===== config.mk =====
export PLATFORM = sky130hd
export DESIGN_NAME = backend_top
export DESIGN_NICKNAME = d
export VERILOG_FILES = /design/src/cpu_isa_pkg.sv /design/src/pipe_pkg.sv /design/src/stage_if.sv /design/src/ex_stage.sv /design/src/cp0_regs.sv /design/src/m1_stage.sv /design/src/wb_stage.sv /design/src/backend_top.sv
export SDC_FILE = /design/constraint.sdc
export NUM_CORES = 1
export LEC_CHECK = 0
export ABC_AREA = 1
export BUFFER_PORTS_ARGS = -buffer_cell sky130_fd_sc_hd__buf_2
export CAP_MARGIN = 10
export CORE_ASPECT_RATIO = 1.1
export CORE_MARGIN = 1.5
export CORE_UTILIZATION = 40
export DETAILED_ROUTE_END_ITERATION = 10
export PLACE_DENSITY = 0.68
export SLEW_MARGIN = 0
export SYNTH_ARGS = -nofsm -noshare
export SYNTH_HDL_FRONTEND = slang
export SYNTH_SLANG_ARGS = --single-unit

===== constraint.sdc =====
create_clock -name clk -period 11.14 [get_ports clk]
set_clock_uncertainty 0.05 [all_clocks]
set_input_delay 0 -clock clk [delete_from_list [all_inputs] [get_ports clk]]
set_output_delay 0 -clock clk [all_outputs]
set_load 0.1 [all_outputs]

===== src/cpu_isa_pkg.sv =====
package cpu_isa_pkg;

    // issued operation, 4 bits wide
    typedef enum logic [3:0] {
        op_add     = 4'd0,
        op_sub     = 4'd1,
        op_and     = 4'd2,
        op_or      = 4'd3,
        op_xor     = 4'd4,
        op_slt     = 4'd5,
        op_mtc0    = 4'd6,
        op_mfc0    = 4'd7,
        op_eret    = 4'd8,
        op_syscall = 4'd9
    } op_e;

    // cause excode values
    typedef enum logic [4:0] {
        exc_int = 5'd0,  // interrupt
        exc_sys = 5'd8,  // syscall
        exc_ov  = 5'd12  // integer overflow
    } exc_e;

    // cp0 register numbers, sel 0 only
    typedef enum logic [4:0] {
        cp0_status = 5'd12,
        cp0_cause  = 5'd13,
        cp0_epc    = 5'd14
    } cp0_reg_e;

    localparam logic [31:0] exc_vector = 32'hbfc0_0380;  // bev=1 general vector

    // status bit positions
    localparam int status_bev = 22;  // hardwired to 1
    localparam int status_exl = 1;
    localparam int status_ie  = 0;

    // cause bit positions
    localparam int cause_bd    = 31;
    localparam int exccode_lsb = 2;  // excode lives in [6:2]

    // im in status and ip in cause share the same [15:8] slot
    localparam int int_field_lsb = 8;

    // epc of an op in a delay slot points back at the branch
    localparam logic [31:0] delay_slot_back = 32'd4;

endpackage


===== src/pipe_pkg.sv =====
package pipe_pkg;

    import cpu_isa_pkg::*;

    // issue -> ex
    typedef struct packed {
        op_e         op;
        logic [31:0] pc;
        logic [31:0] src_a;   // rs value, also mtc0 write data
        logic [31:0] src_b;   // rt value
        logic [4:0]  dest;    // gpr destination
        cp0_reg_e    cp0_rd;  // cp0 register for mtc0/mfc0
        logic        bd;      // op sits in a branch delay slot
    } ex_bus_t;

    // ex -> m1
    typedef struct packed {
        op_e         op;
        logic [31:0] pc;
        logic [31:0] result;  // alu result or mtc0 data
        logic [4:0]  dest;
        logic        we;      // gpr write enable
        cp0_reg_e    cp0_rd;
        logic        bd;
        logic        ex;      // exception detected in ex
        exc_e        exccode;
    } m1_bus_t;

    // m1 -> wb
    typedef struct packed {
        logic [31:0] pc;
        logic        we;
        logic [4:0]  dest;
        logic [31:0] data;    // final write-back value
        logic        ex;
        exc_e        exccode;
    } wb_bus_t;

endpackage


===== src/stage_if.sv =====
// one pipeline boundary, valid/allowin handshake
interface stage_if #(
    parameter type bus_t = logic
);

    logic valid;    // producer has an op
    logic allowin;  // consumer can take it
    bus_t bus;      // payload, stable while allowin low

    // upstream side
    modport src (
        output valid,
        output bus,
        input  allowin
    );

    // downstream side
    modport dst (
        input  valid,
        input  bus,
        output allowin
    );

endinterface


===== src/ex_stage.sv =====
module ex_stage
    import cpu_isa_pkg::*, pipe_pkg::*;
(
    input  logic    clk,
    input  logic    reset,
    input  logic    issue_valid,
    output logic    issue_allowin,
    input  ex_bus_t issue_bus,
    input  logic    flush,      // from m1, kills the op held here
    stage_if.src    m1
);

    logic        ex_valid;
    ex_bus_t     ex_r;
    logic [31:0] a;
    logic [31:0] b;
    logic [31:0] sum;
    logic [31:0] diff;
    logic [31:0] alu_res;
    logic        ovf;
    logic        is_alu;
    logic        is_sys;
    logic        exc;
    m1_bus_t     out_bus;

    // no new op accepted while m1 redirects
    assign issue_allowin = !flush && (!ex_valid || m1.allowin);

    always_ff @(posedge clk) begin
        if (reset) begin
            ex_valid <= 1'b0;
        end else if (flush) begin
            ex_valid <= 1'b0;  // younger op dropped
        end else if (issue_allowin) begin
            ex_valid <= issue_valid;
        end
    end

    always_ff @(posedge clk) begin
        if (issue_valid && issue_allowin) begin
            ex_r <= issue_bus;
        end
    end

    assign a    = ex_r.src_a;
    assign b    = ex_r.src_b;
    assign sum  = a + b;
    assign diff = a - b;

    always_comb begin
        alu_res = 32'd0;
        ovf     = 1'b0;
        is_alu  = 1'b1;
        case (ex_r.op)
            op_add: begin
                alu_res = sum;
                ovf     = (a[31] == b[31]) && (sum[31] != a[31]);  // same signs in, flip out
            end
            op_sub: begin
                alu_res = diff;
                ovf     = (a[31] != b[31]) && (diff[31] != a[31]);
            end
            op_and:  alu_res = a & b;
            op_or:   alu_res = a | b;
            op_xor:  alu_res = a ^ b;
            op_slt:  alu_res = {31'd0, $signed(a) < $signed(b)};
            op_mtc0: begin
                alu_res = a;  // cp0 write data rides in result
                is_alu  = 1'b0;
            end
            default: is_alu = 1'b0;  // mfc0, eret, syscall
        endcase
    end

    assign is_sys = (ex_r.op == op_syscall);
    assign exc    = ovf || is_sys;

    always_comb begin
        out_bus.op      = ex_r.op;
        out_bus.pc      = ex_r.pc;
        out_bus.result  = alu_res;
        out_bus.dest    = ex_r.dest;
        out_bus.we      = (is_alu || ex_r.op == op_mfc0) && !exc;
        out_bus.cp0_rd  = ex_r.cp0_rd;
        out_bus.bd      = ex_r.bd;
        out_bus.ex      = exc;
        out_bus.exccode = is_sys ? exc_sys : (ovf ? exc_ov : exc_int);  // 0 when clean
    end

    assign m1.valid = ex_valid && !flush;  // flushed op never reaches m1
    assign m1.bus   = out_bus;

endmodule


===== src/cp0_regs.sv =====
module cp0_regs
    import cpu_isa_pkg::*;
(
    input  logic        clk,
    input  logic        reset,
    input  logic [5:0]  ext_int,
    input  logic        access_valid,  // op commits this cycle without exception
    input  op_e         op,
    input  cp0_reg_e    cp0_rd,
    input  logic [31:0] wdata,
    input  logic [31:0] pc,
    input  logic        bd,
    input  logic        take_exc,      // exception entry this cycle
    input  exc_e        exccode,
    output logic [31:0] rdata,
    output logic        int_pending,
    output logic [31:0] epc
);

    // status fields
    logic [7:0]  status_im;
    logic        status_exl_r;
    logic        status_ie_r;

    // cause fields
    logic        cause_bd_r;
    logic [5:0]  cause_ip_hw;  // ip[7:2], follows ext_int
    logic [1:0]  cause_ip_sw;  // ip[1:0], software set
    exc_e        cause_exccode;

    logic [7:0]  cause_ip;
    logic [31:0] status_word;
    logic [31:0] cause_word;
    logic        do_mtc0;
    logic        do_eret;

    assign cause_ip = {cause_ip_hw, cause_ip_sw};
    assign do_mtc0  = access_valid && (op == op_mtc0);
    assign do_eret  = access_valid && (op == op_eret);

    // masked and enabled, not inside a handler
    assign int_pending = status_ie_r && !status_exl_r && |(cause_ip & status_im);

    // hardware ip lines sampled every cycle
    always_ff @(posedge clk) begin
        if (reset) begin
            cause_ip_hw <= 6'd0;
        end else begin
            cause_ip_hw <= ext_int;
        end
    end

    always_ff @(posedge clk) begin
        if (reset) begin
            status_im     <= 8'd0;
            status_exl_r  <= 1'b0;
            status_ie_r   <= 1'b0;
            cause_bd_r    <= 1'b0;
            cause_ip_sw   <= 2'd0;
            cause_exccode <= exc_int;
            epc           <= 32'd0;
        end else if (take_exc) begin
            status_exl_r  <= 1'b1;
            cause_bd_r    <= bd;
            cause_exccode <= exccode;
            epc           <= bd ? pc - delay_slot_back : pc;  // restart at the branch
        end else if (do_eret) begin
            status_exl_r <= 1'b0;
        end else if (do_mtc0) begin
            case (cp0_rd)
                cp0_status: begin
                    status_im    <= wdata[int_field_lsb +: 8];
                    status_exl_r <= wdata[status_exl];
                    status_ie_r  <= wdata[status_ie];
                end
                cp0_cause: cause_ip_sw <= wdata[int_field_lsb +: 2];  // only sw ip writable
                cp0_epc:   epc         <= wdata;
                default: ;
            endcase
        end
    end

    // read views, unimplemented bits zero
    always_comb begin
        status_word                       = 32'd0;
        status_word[status_bev]           = 1'b1;
        status_word[int_field_lsb +: 8]   = status_im;
        status_word[status_exl]           = status_exl_r;
        status_word[status_ie]            = status_ie_r;
    end

    always_comb begin
        cause_word                        = 32'd0;
        cause_word[cause_bd]              = cause_bd_r;
        cause_word[int_field_lsb +: 8]    = cause_ip;
        cause_word[exccode_lsb +: 5]      = cause_exccode;
    end

    always_comb begin
        case (cp0_rd)
            cp0_status: rdata = status_word;
            cp0_cause:  rdata = cause_word;
            cp0_epc:    rdata = epc;
            default:    rdata = 32'd0;
        endcase
    end

endmodule


===== src/m1_stage.sv =====
module m1_stage
    import cpu_isa_pkg::*, pipe_pkg::*;
(
    input  logic        clk,
    input  logic        reset,
    input  logic [5:0]  ext_int,
    stage_if.dst        ex,
    stage_if.src        wb,
    output logic        flush,
    output logic [31:0] flush_target
);

    logic        m1_valid;
    m1_bus_t     m1_r;
    logic        transfer;
    logic        int_pending;
    logic        final_ex;
    exc_e        final_code;
    logic        is_eret;
    logic [31:0] cp0_rdata;
    logic [31:0] cp0_epc_val;
    wb_bus_t     out_bus;

    assign ex.allowin = !m1_valid || wb.allowin;

    always_ff @(posedge clk) begin
        if (reset) begin
            m1_valid <= 1'b0;
        end else if (ex.allowin) begin
            m1_valid <= ex.valid;
        end
    end

    always_ff @(posedge clk) begin
        if (ex.valid && ex.allowin) begin
            m1_r <= ex.bus;
        end
    end

    assign transfer   = m1_valid && wb.allowin;      // commit point
    assign final_ex   = m1_r.ex || int_pending;      // interrupt wins
    assign final_code = int_pending ? exc_int : m1_r.exccode;
    assign is_eret    = (m1_r.op == op_eret) && !final_ex;

    cp0_regs u_cp0_regs (
        .clk          (clk),
        .reset        (reset),
        .ext_int      (ext_int),
        .access_valid (transfer && !final_ex),
        .op           (m1_r.op),
        .cp0_rd       (m1_r.cp0_rd),
        .wdata        (m1_r.result),
        .pc           (m1_r.pc),
        .bd           (m1_r.bd),
        .take_exc     (transfer && final_ex),
        .exccode      (final_code),
        .rdata        (cp0_rdata),
        .int_pending  (int_pending),
        .epc          (cp0_epc_val)
    );

    // redirect rides with the op into wb
    assign flush        = transfer && (final_ex || is_eret);
    assign flush_target = is_eret ? cp0_epc_val : exc_vector;

    always_comb begin
        out_bus.pc      = m1_r.pc;
        out_bus.we      = m1_r.we && !final_ex;  // excepting op writes nothing
        out_bus.dest    = m1_r.dest;
        out_bus.data    = (m1_r.op == op_mfc0) ? cp0_rdata : m1_r.result;
        out_bus.ex      = final_ex;
        out_bus.exccode = final_code;
    end

    assign wb.valid = m1_valid;
    assign wb.bus   = out_bus;

endmodule


===== src/wb_stage.sv =====
module wb_stage
    import cpu_isa_pkg::*, pipe_pkg::*;
(
    input  logic        clk,
    input  logic        reset,
    stage_if.dst        m1,
    output logic        retire_valid,
    input  logic        retire_allowin,  // back-pressure from the consumer
    output logic [31:0] retire_pc,
    output logic        retire_we,
    output logic [4:0]  retire_dest,
    output logic [31:0] retire_data,
    output logic        retire_ex,
    output exc_e        retire_exccode
);

    logic    wb_valid;
    wb_bus_t wb_r;

    // last stage, drains only when retire side takes it
    assign m1.allowin = !wb_valid || retire_allowin;

    always_ff @(posedge clk) begin
        if (reset) begin
            wb_valid <= 1'b0;
        end else if (m1.allowin) begin
            wb_valid <= m1.valid;
        end
    end

    always_ff @(posedge clk) begin
        if (m1.valid && m1.allowin) begin
            wb_r <= m1.bus;
        end
    end

    // retired op fields, held while stalled
    assign retire_valid   = wb_valid;
    assign retire_pc      = wb_r.pc;
    assign retire_we      = wb_r.we;
    assign retire_dest    = wb_r.dest;
    assign retire_data    = wb_r.data;
    assign retire_ex      = wb_r.ex;
    assign retire_exccode = wb_r.exccode;

endmodule


===== src/backend_top.sv =====
module backend_top
    import cpu_isa_pkg::*, pipe_pkg::*;
(
    input  logic        clk,
    input  logic        reset,
    input  logic [5:0]  ext_int,
    // issue side
    input  logic        issue_valid,
    output logic        issue_allowin,
    input  op_e         issue_op,
    input  logic [31:0] issue_pc,
    input  logic [31:0] issue_src_a,
    input  logic [31:0] issue_src_b,
    input  logic [4:0]  issue_dest,
    input  cp0_reg_e    issue_cp0_rd,
    input  logic        issue_bd,
    // retire side
    output logic        retire_valid,
    input  logic        retire_allowin,
    output logic [31:0] retire_pc,
    output logic        retire_we,
    output logic [4:0]  retire_dest,
    output logic [31:0] retire_data,
    output logic        retire_ex,
    output exc_e        retire_exccode,
    // redirect
    output logic        flush,
    output logic [31:0] flush_target
);

    ex_bus_t issue_bus;

    stage_if #(.bus_t(m1_bus_t)) ex_m1 ();  // ex -> m1
    stage_if #(.bus_t(wb_bus_t)) m1_wb ();  // m1 -> wb

    // pack plain issue ports
    assign issue_bus.op     = issue_op;
    assign issue_bus.pc     = issue_pc;
    assign issue_bus.src_a  = issue_src_a;
    assign issue_bus.src_b  = issue_src_b;
    assign issue_bus.dest   = issue_dest;
    assign issue_bus.cp0_rd = issue_cp0_rd;
    assign issue_bus.bd     = issue_bd;

    ex_stage u_ex_stage (
        .clk           (clk),
        .reset         (reset),
        .issue_valid   (issue_valid),
        .issue_allowin (issue_allowin),
        .issue_bus     (issue_bus),
        .flush         (flush),
        .m1            (ex_m1)
    );

    m1_stage u_m1_stage (
        .clk          (clk),
        .reset        (reset),
        .ext_int      (ext_int),
        .ex           (ex_m1),
        .wb           (m1_wb),
        .flush        (flush),
        .flush_target (flush_target)
    );

    wb_stage u_wb_stage (
        .clk            (clk),
        .reset          (reset),
        .m1             (m1_wb),
        .retire_valid   (retire_valid),
        .retire_allowin (retire_allowin),
        .retire_pc      (retire_pc),
        .retire_we      (retire_we),
        .retire_dest    (retire_dest),
        .retire_data    (retire_data),
        .retire_ex      (retire_ex),
        .retire_exccode (retire_exccode)
    );

endmodule


==> flow_summary_export.csv <==
group,metric,value,unit
setup_path,critPathMaxStageDelay,760,ps
place,portBuffers,228,
cts,htree_levels,2,
cts,cts_tree,"built",
routing,wl,62.2,mm
power_and_ir_drop,totalPowerFinal,3.14,mW
die,start_util,40.8,%
setup_path,path_max_fanout,75,
die,die_y,227,microns
setup_path,cpMostUsedCell,"nand2_1",
global_route,grt_max_degree,76,
power_and_ir_drop,power.density,141,mW/mm^2
routing,vias_per_cell,5.32,
run_status,status,"finished, final reports clean",
logic_synthesis,synthCells,2121,
cells_and_area,fin_util,49.9,%
routing,route.detailed.drc,0,
setup_path,cp_num_buf_inv,4,
cts,cts.sinks,323,
routing,dr.pass1.iters,7,
job,drv_cap,0,
min_path,hold_start,"issue_op[0]",
setup_path,crit_type,"reg2reg",
setup_path,crit_chain,"nand2_2, nand2_1, clkinv_2, buf_4, nand2_4, nand2_1, inv_2, nand2_1, nor2_4, buf_4",
cells_and_area,syn_to_final_growth,22.4,%
routing,vias,16300,
cells_and_area,fillers,4226,
timing,hold-worst-slack,95.6,ps
timing,finalHoldViolations,0,
timing,slew_headroom,28.9,%
timing,finalSetupTns,0,ps
logic_synthesis,synth_edf_count,267,
setup_path,crit_family,"simple AND/OR/NAND/NOR gates",
global_route,first_global_vias,16000,
power_and_ir_drop,ir_drop,0.180,mV
routing,drt-initial-drc-count,1382,
die,core,0.0447,sq mm
setup_path,cp.arrival,3990,ps
timing,slew_viol_final,0,
place,dp.cells,2882,
logic_synthesis,yosys_register_bits,323,
cells_and_area,layout_commonest_cell,"nand2_1",
setup_path,required,11280,ps
die,num_rows,81,
cts,cts_buffers,36,
cts,ctsRootBufferMaster,"clkbuf_16",
die,io_pins,232,
setup_path,crit_path_start,"u_wb_stage.retire_valid$_SDFFE_PP0N_",
min_path,hold_path.class,"in2reg",
cells_and_area,antennaDiodeCount,0,
place,routabilityCongestion,0.976,
logic_synthesis,synth_cell_types,49,
timing,worstMarginPinSlew,1070,ps
global_route,grt_usage,26.1,%
timing,max_freq,260,MHz
routing,wl_per_cell,20.3,microns
routing,ant_nets,0,
timing,fin_crit,3850,ps
timing,period_share,34.6,%
logic_synthesis,ys.flop_type,"edfxtp_1",
place,hpwl,47.1,mm
setup_path,end_kind,"register",
logic_synthesis,syn_area,0.0182,sq mm
cells_and_area,fin_cells,3070,
logic_synthesis,ys_seq_area_share,50.1,%
logic_synthesis,async_flop_share,0,%
cells_and_area,mostFrequentLayoutCells,"nand2_1, inv_1, edfxtp_1, buf_2, nor2_1",
cells_and_area,drive_gt1_share,14.9,%
die,die_w,207,microns
cells_and_area,final_nets,2693,
global_route,antenna_found_initial,0,
timing,rsz0062_at_grt,"no",
logic_synthesis,avgSynthCellArea,8.59,sq um
setup_path,timing.rr.start,"u_wb_stage.retire_valid$_SDFFE_PP0N_",
setup_path,slowest_stage,"nor2_4",
global_route,grt_first_pass_wirelength,91.3,mm
cts,insertion_delay,560,ps
timing,finalSetupViolCount,0,
power_and_ir_drop,power.leakage,9.54,nW
logic_synthesis,yosysWarnings,0,
global_route,grt-ovfl-total,0,
die,fp.dieArea,0.0469,sq mm
setup_path,start_kind,"register",
cts,clk_pin_slew,60,ps
cts,max-clock-path-buffers,3,
==> worst register-to-register path, stage by stage (launching register included) <==
cell      delay [ps]
dfxtp_1          350
nand2_2           80
nand2_1          120
clkinv_2          50
buf_4            370
nand2_4          610
nand2_1          220
inv_2            100
nand2_1           80
nor2_4           760
buf_4            640
==> logic make-up after synthesis <==
group	share of synthesized area, %
AO/OA/AOI/OAI	11.6
XOR/XNOR	1.25
adder cells (fa/ha/maj)	7.63
buffers and inverters	7.84
flip-flops	50.1
other	0.0206
AND/OR/NAND/NOR	21.5
==> registers in the layout (all words and copies together) (netlist names), 2 cells and up <==
signal                               cells
u_ex_stage.m1.bus                       47
u_m1_stage.m1_r                         46
u_m1_stage.wb.bus                       37
u_ex_stage.a                            32
u_ex_stage.b                            32
u_m1_stage.u_cp0_regs.epc               32
u_wb_stage.retire_data                  32
u_wb_stage.retire_pc                    32
u_m1_stage.u_cp0_regs.status_im          8
u_m1_stage.u_cp0_regs.cause_ip_hw        6
u_wb_stage.retire_dest                   5
u_m1_stage.u_cp0_regs.cause_exccode      2
u_m1_stage.u_cp0_regs.cause_ip_sw        2
u_wb_stage.retire_exccode                2
==> metal layers <==
layer  vias up  global-route usage [%]  part of all wire (%)
li1       7757                       -                     -
met1      7667                    31.6                    40
met2       749                    45.5                    48
met3       170                    3.49                   7.1
met4         0                    13.1                   5.1
met5         -                       0                     0
==> synthesized netlist by cell type, types with 2 or more instances <==
library cell | instances | area share (%)
a21oi_2 | 2 | 0.096
a211oi_1 | 8 | 0.33
nand3b_1 | 4 | 0.16
nand3_1 | 136 | 3.7
o21bai_1 | 14 | 0.58
inv_2 | 23 | 0.47
nand2_2 | 14 | 0.48
xnor2_1 | 9 | 0.43
buf_6 | 2 | 0.12
nor2_1 | 207 | 4.3
nor4_1 | 3 | 0.10
nor3_1 | 23 | 0.63
buf_2 | 26 | 0.71
nand3_2 | 4 | 0.22
and2_1 | 5 | 0.17
or2_2 | 9 | 0.31
xor2_1 | 17 | 0.82
nand2_1 | 476 | 9.8
o211ai_1 | 5 | 0.21
a31oi_1 | 7 | 0.24
fa_1 | 2 | 0.22
or2_1 | 3 | 0.10
o31ai_1 | 5 | 0.21
o21a_1 | 3 | 0.12
nor3_4 | 2 | 0.18
ha_1 | 108 | 7.4
o21ai_0 | 122 | 3.3
nor2_2 | 10 | 0.34
o221ai_1 | 4 | 0.19
clkbuf_1 | 26 | 0.54
o22ai_1 | 29 | 1.0
a21oi_1 | 140 | 3.8
a221oi_1 | 19 | 0.91
dfxtp_1 | 56 | 6.1
buf_4 | 7 | 0.29
nand4_1 | 20 | 0.69
o21ai_1 | 20 | 0.55
inv_1 | 274 | 5.6
edfxtp_1 | 267 | 44
==> per-stage QoR <==
step	setup slack (ps)	cell area (sq um)
3_5_place_dp	7270	19900
2_1_floorplan	2490	18200
5_1_grt	6990	22300
4_1_cts	7230	22300
3_3_place_gp	7390	19900
6_report	7290	22300
==> report_power, final <==
| group | internal (mW) | total, mW | switching (mW) | leakage (nW) |
|---|---|---|---|---|
| registers | 1.38 | 1.42 | 0.0390 | 2.99 |
| clock network | 0.683 | 1.19 | 0.509 | 0.562 |
| logic | 0.154 | 0.530 | 0.376 | 5.98 |
| total | 2.21 | 3.14 | 0.924 | 9.54 |
==> what timing repair did <==
action,4_1_cts,5_1_grt
hold buffers,123,0
hold endpoints to repair,141,0
setup buffers,0,0
resized for setup,0,0
==> worst paths after layout <==
check	to	slack (ps)	cells past startpoint
worst max-delay path	u_m1_stage.wb.bus[49]$_DFFE_PP_	7290	10
worst min-delay path	u_ex_stage.m1.bus[82]$_DFFE_PP_	100	2
worst min register to register	u_m1_stage.wb.bus[60]$_DFFE_PP_	370	0
worst max register to register	u_m1_stage.wb.bus[49]$_DFFE_PP_	7290	10
==> layout make-up <==
| cell class | count | area [sq um] | area share (%) |
|---|---|---|---|
| Inverter | 298 | 1120 | 5.02 |
| Sequential cell | 323 | 9140 | 41.0 |
| Timing Repair Buffer | 364 | 2470 | 11.1 |
| Clock buffer | 42 | 943 | 4.23 |
| Tap cell | 581 | 727 | 3.26 |
| Clock inverter | 23 | 225 | 1.01 |
| Multi-Input combinational cell | 1439 | 7680 | 34.4 |
Power figures use the tool's default switching activity.
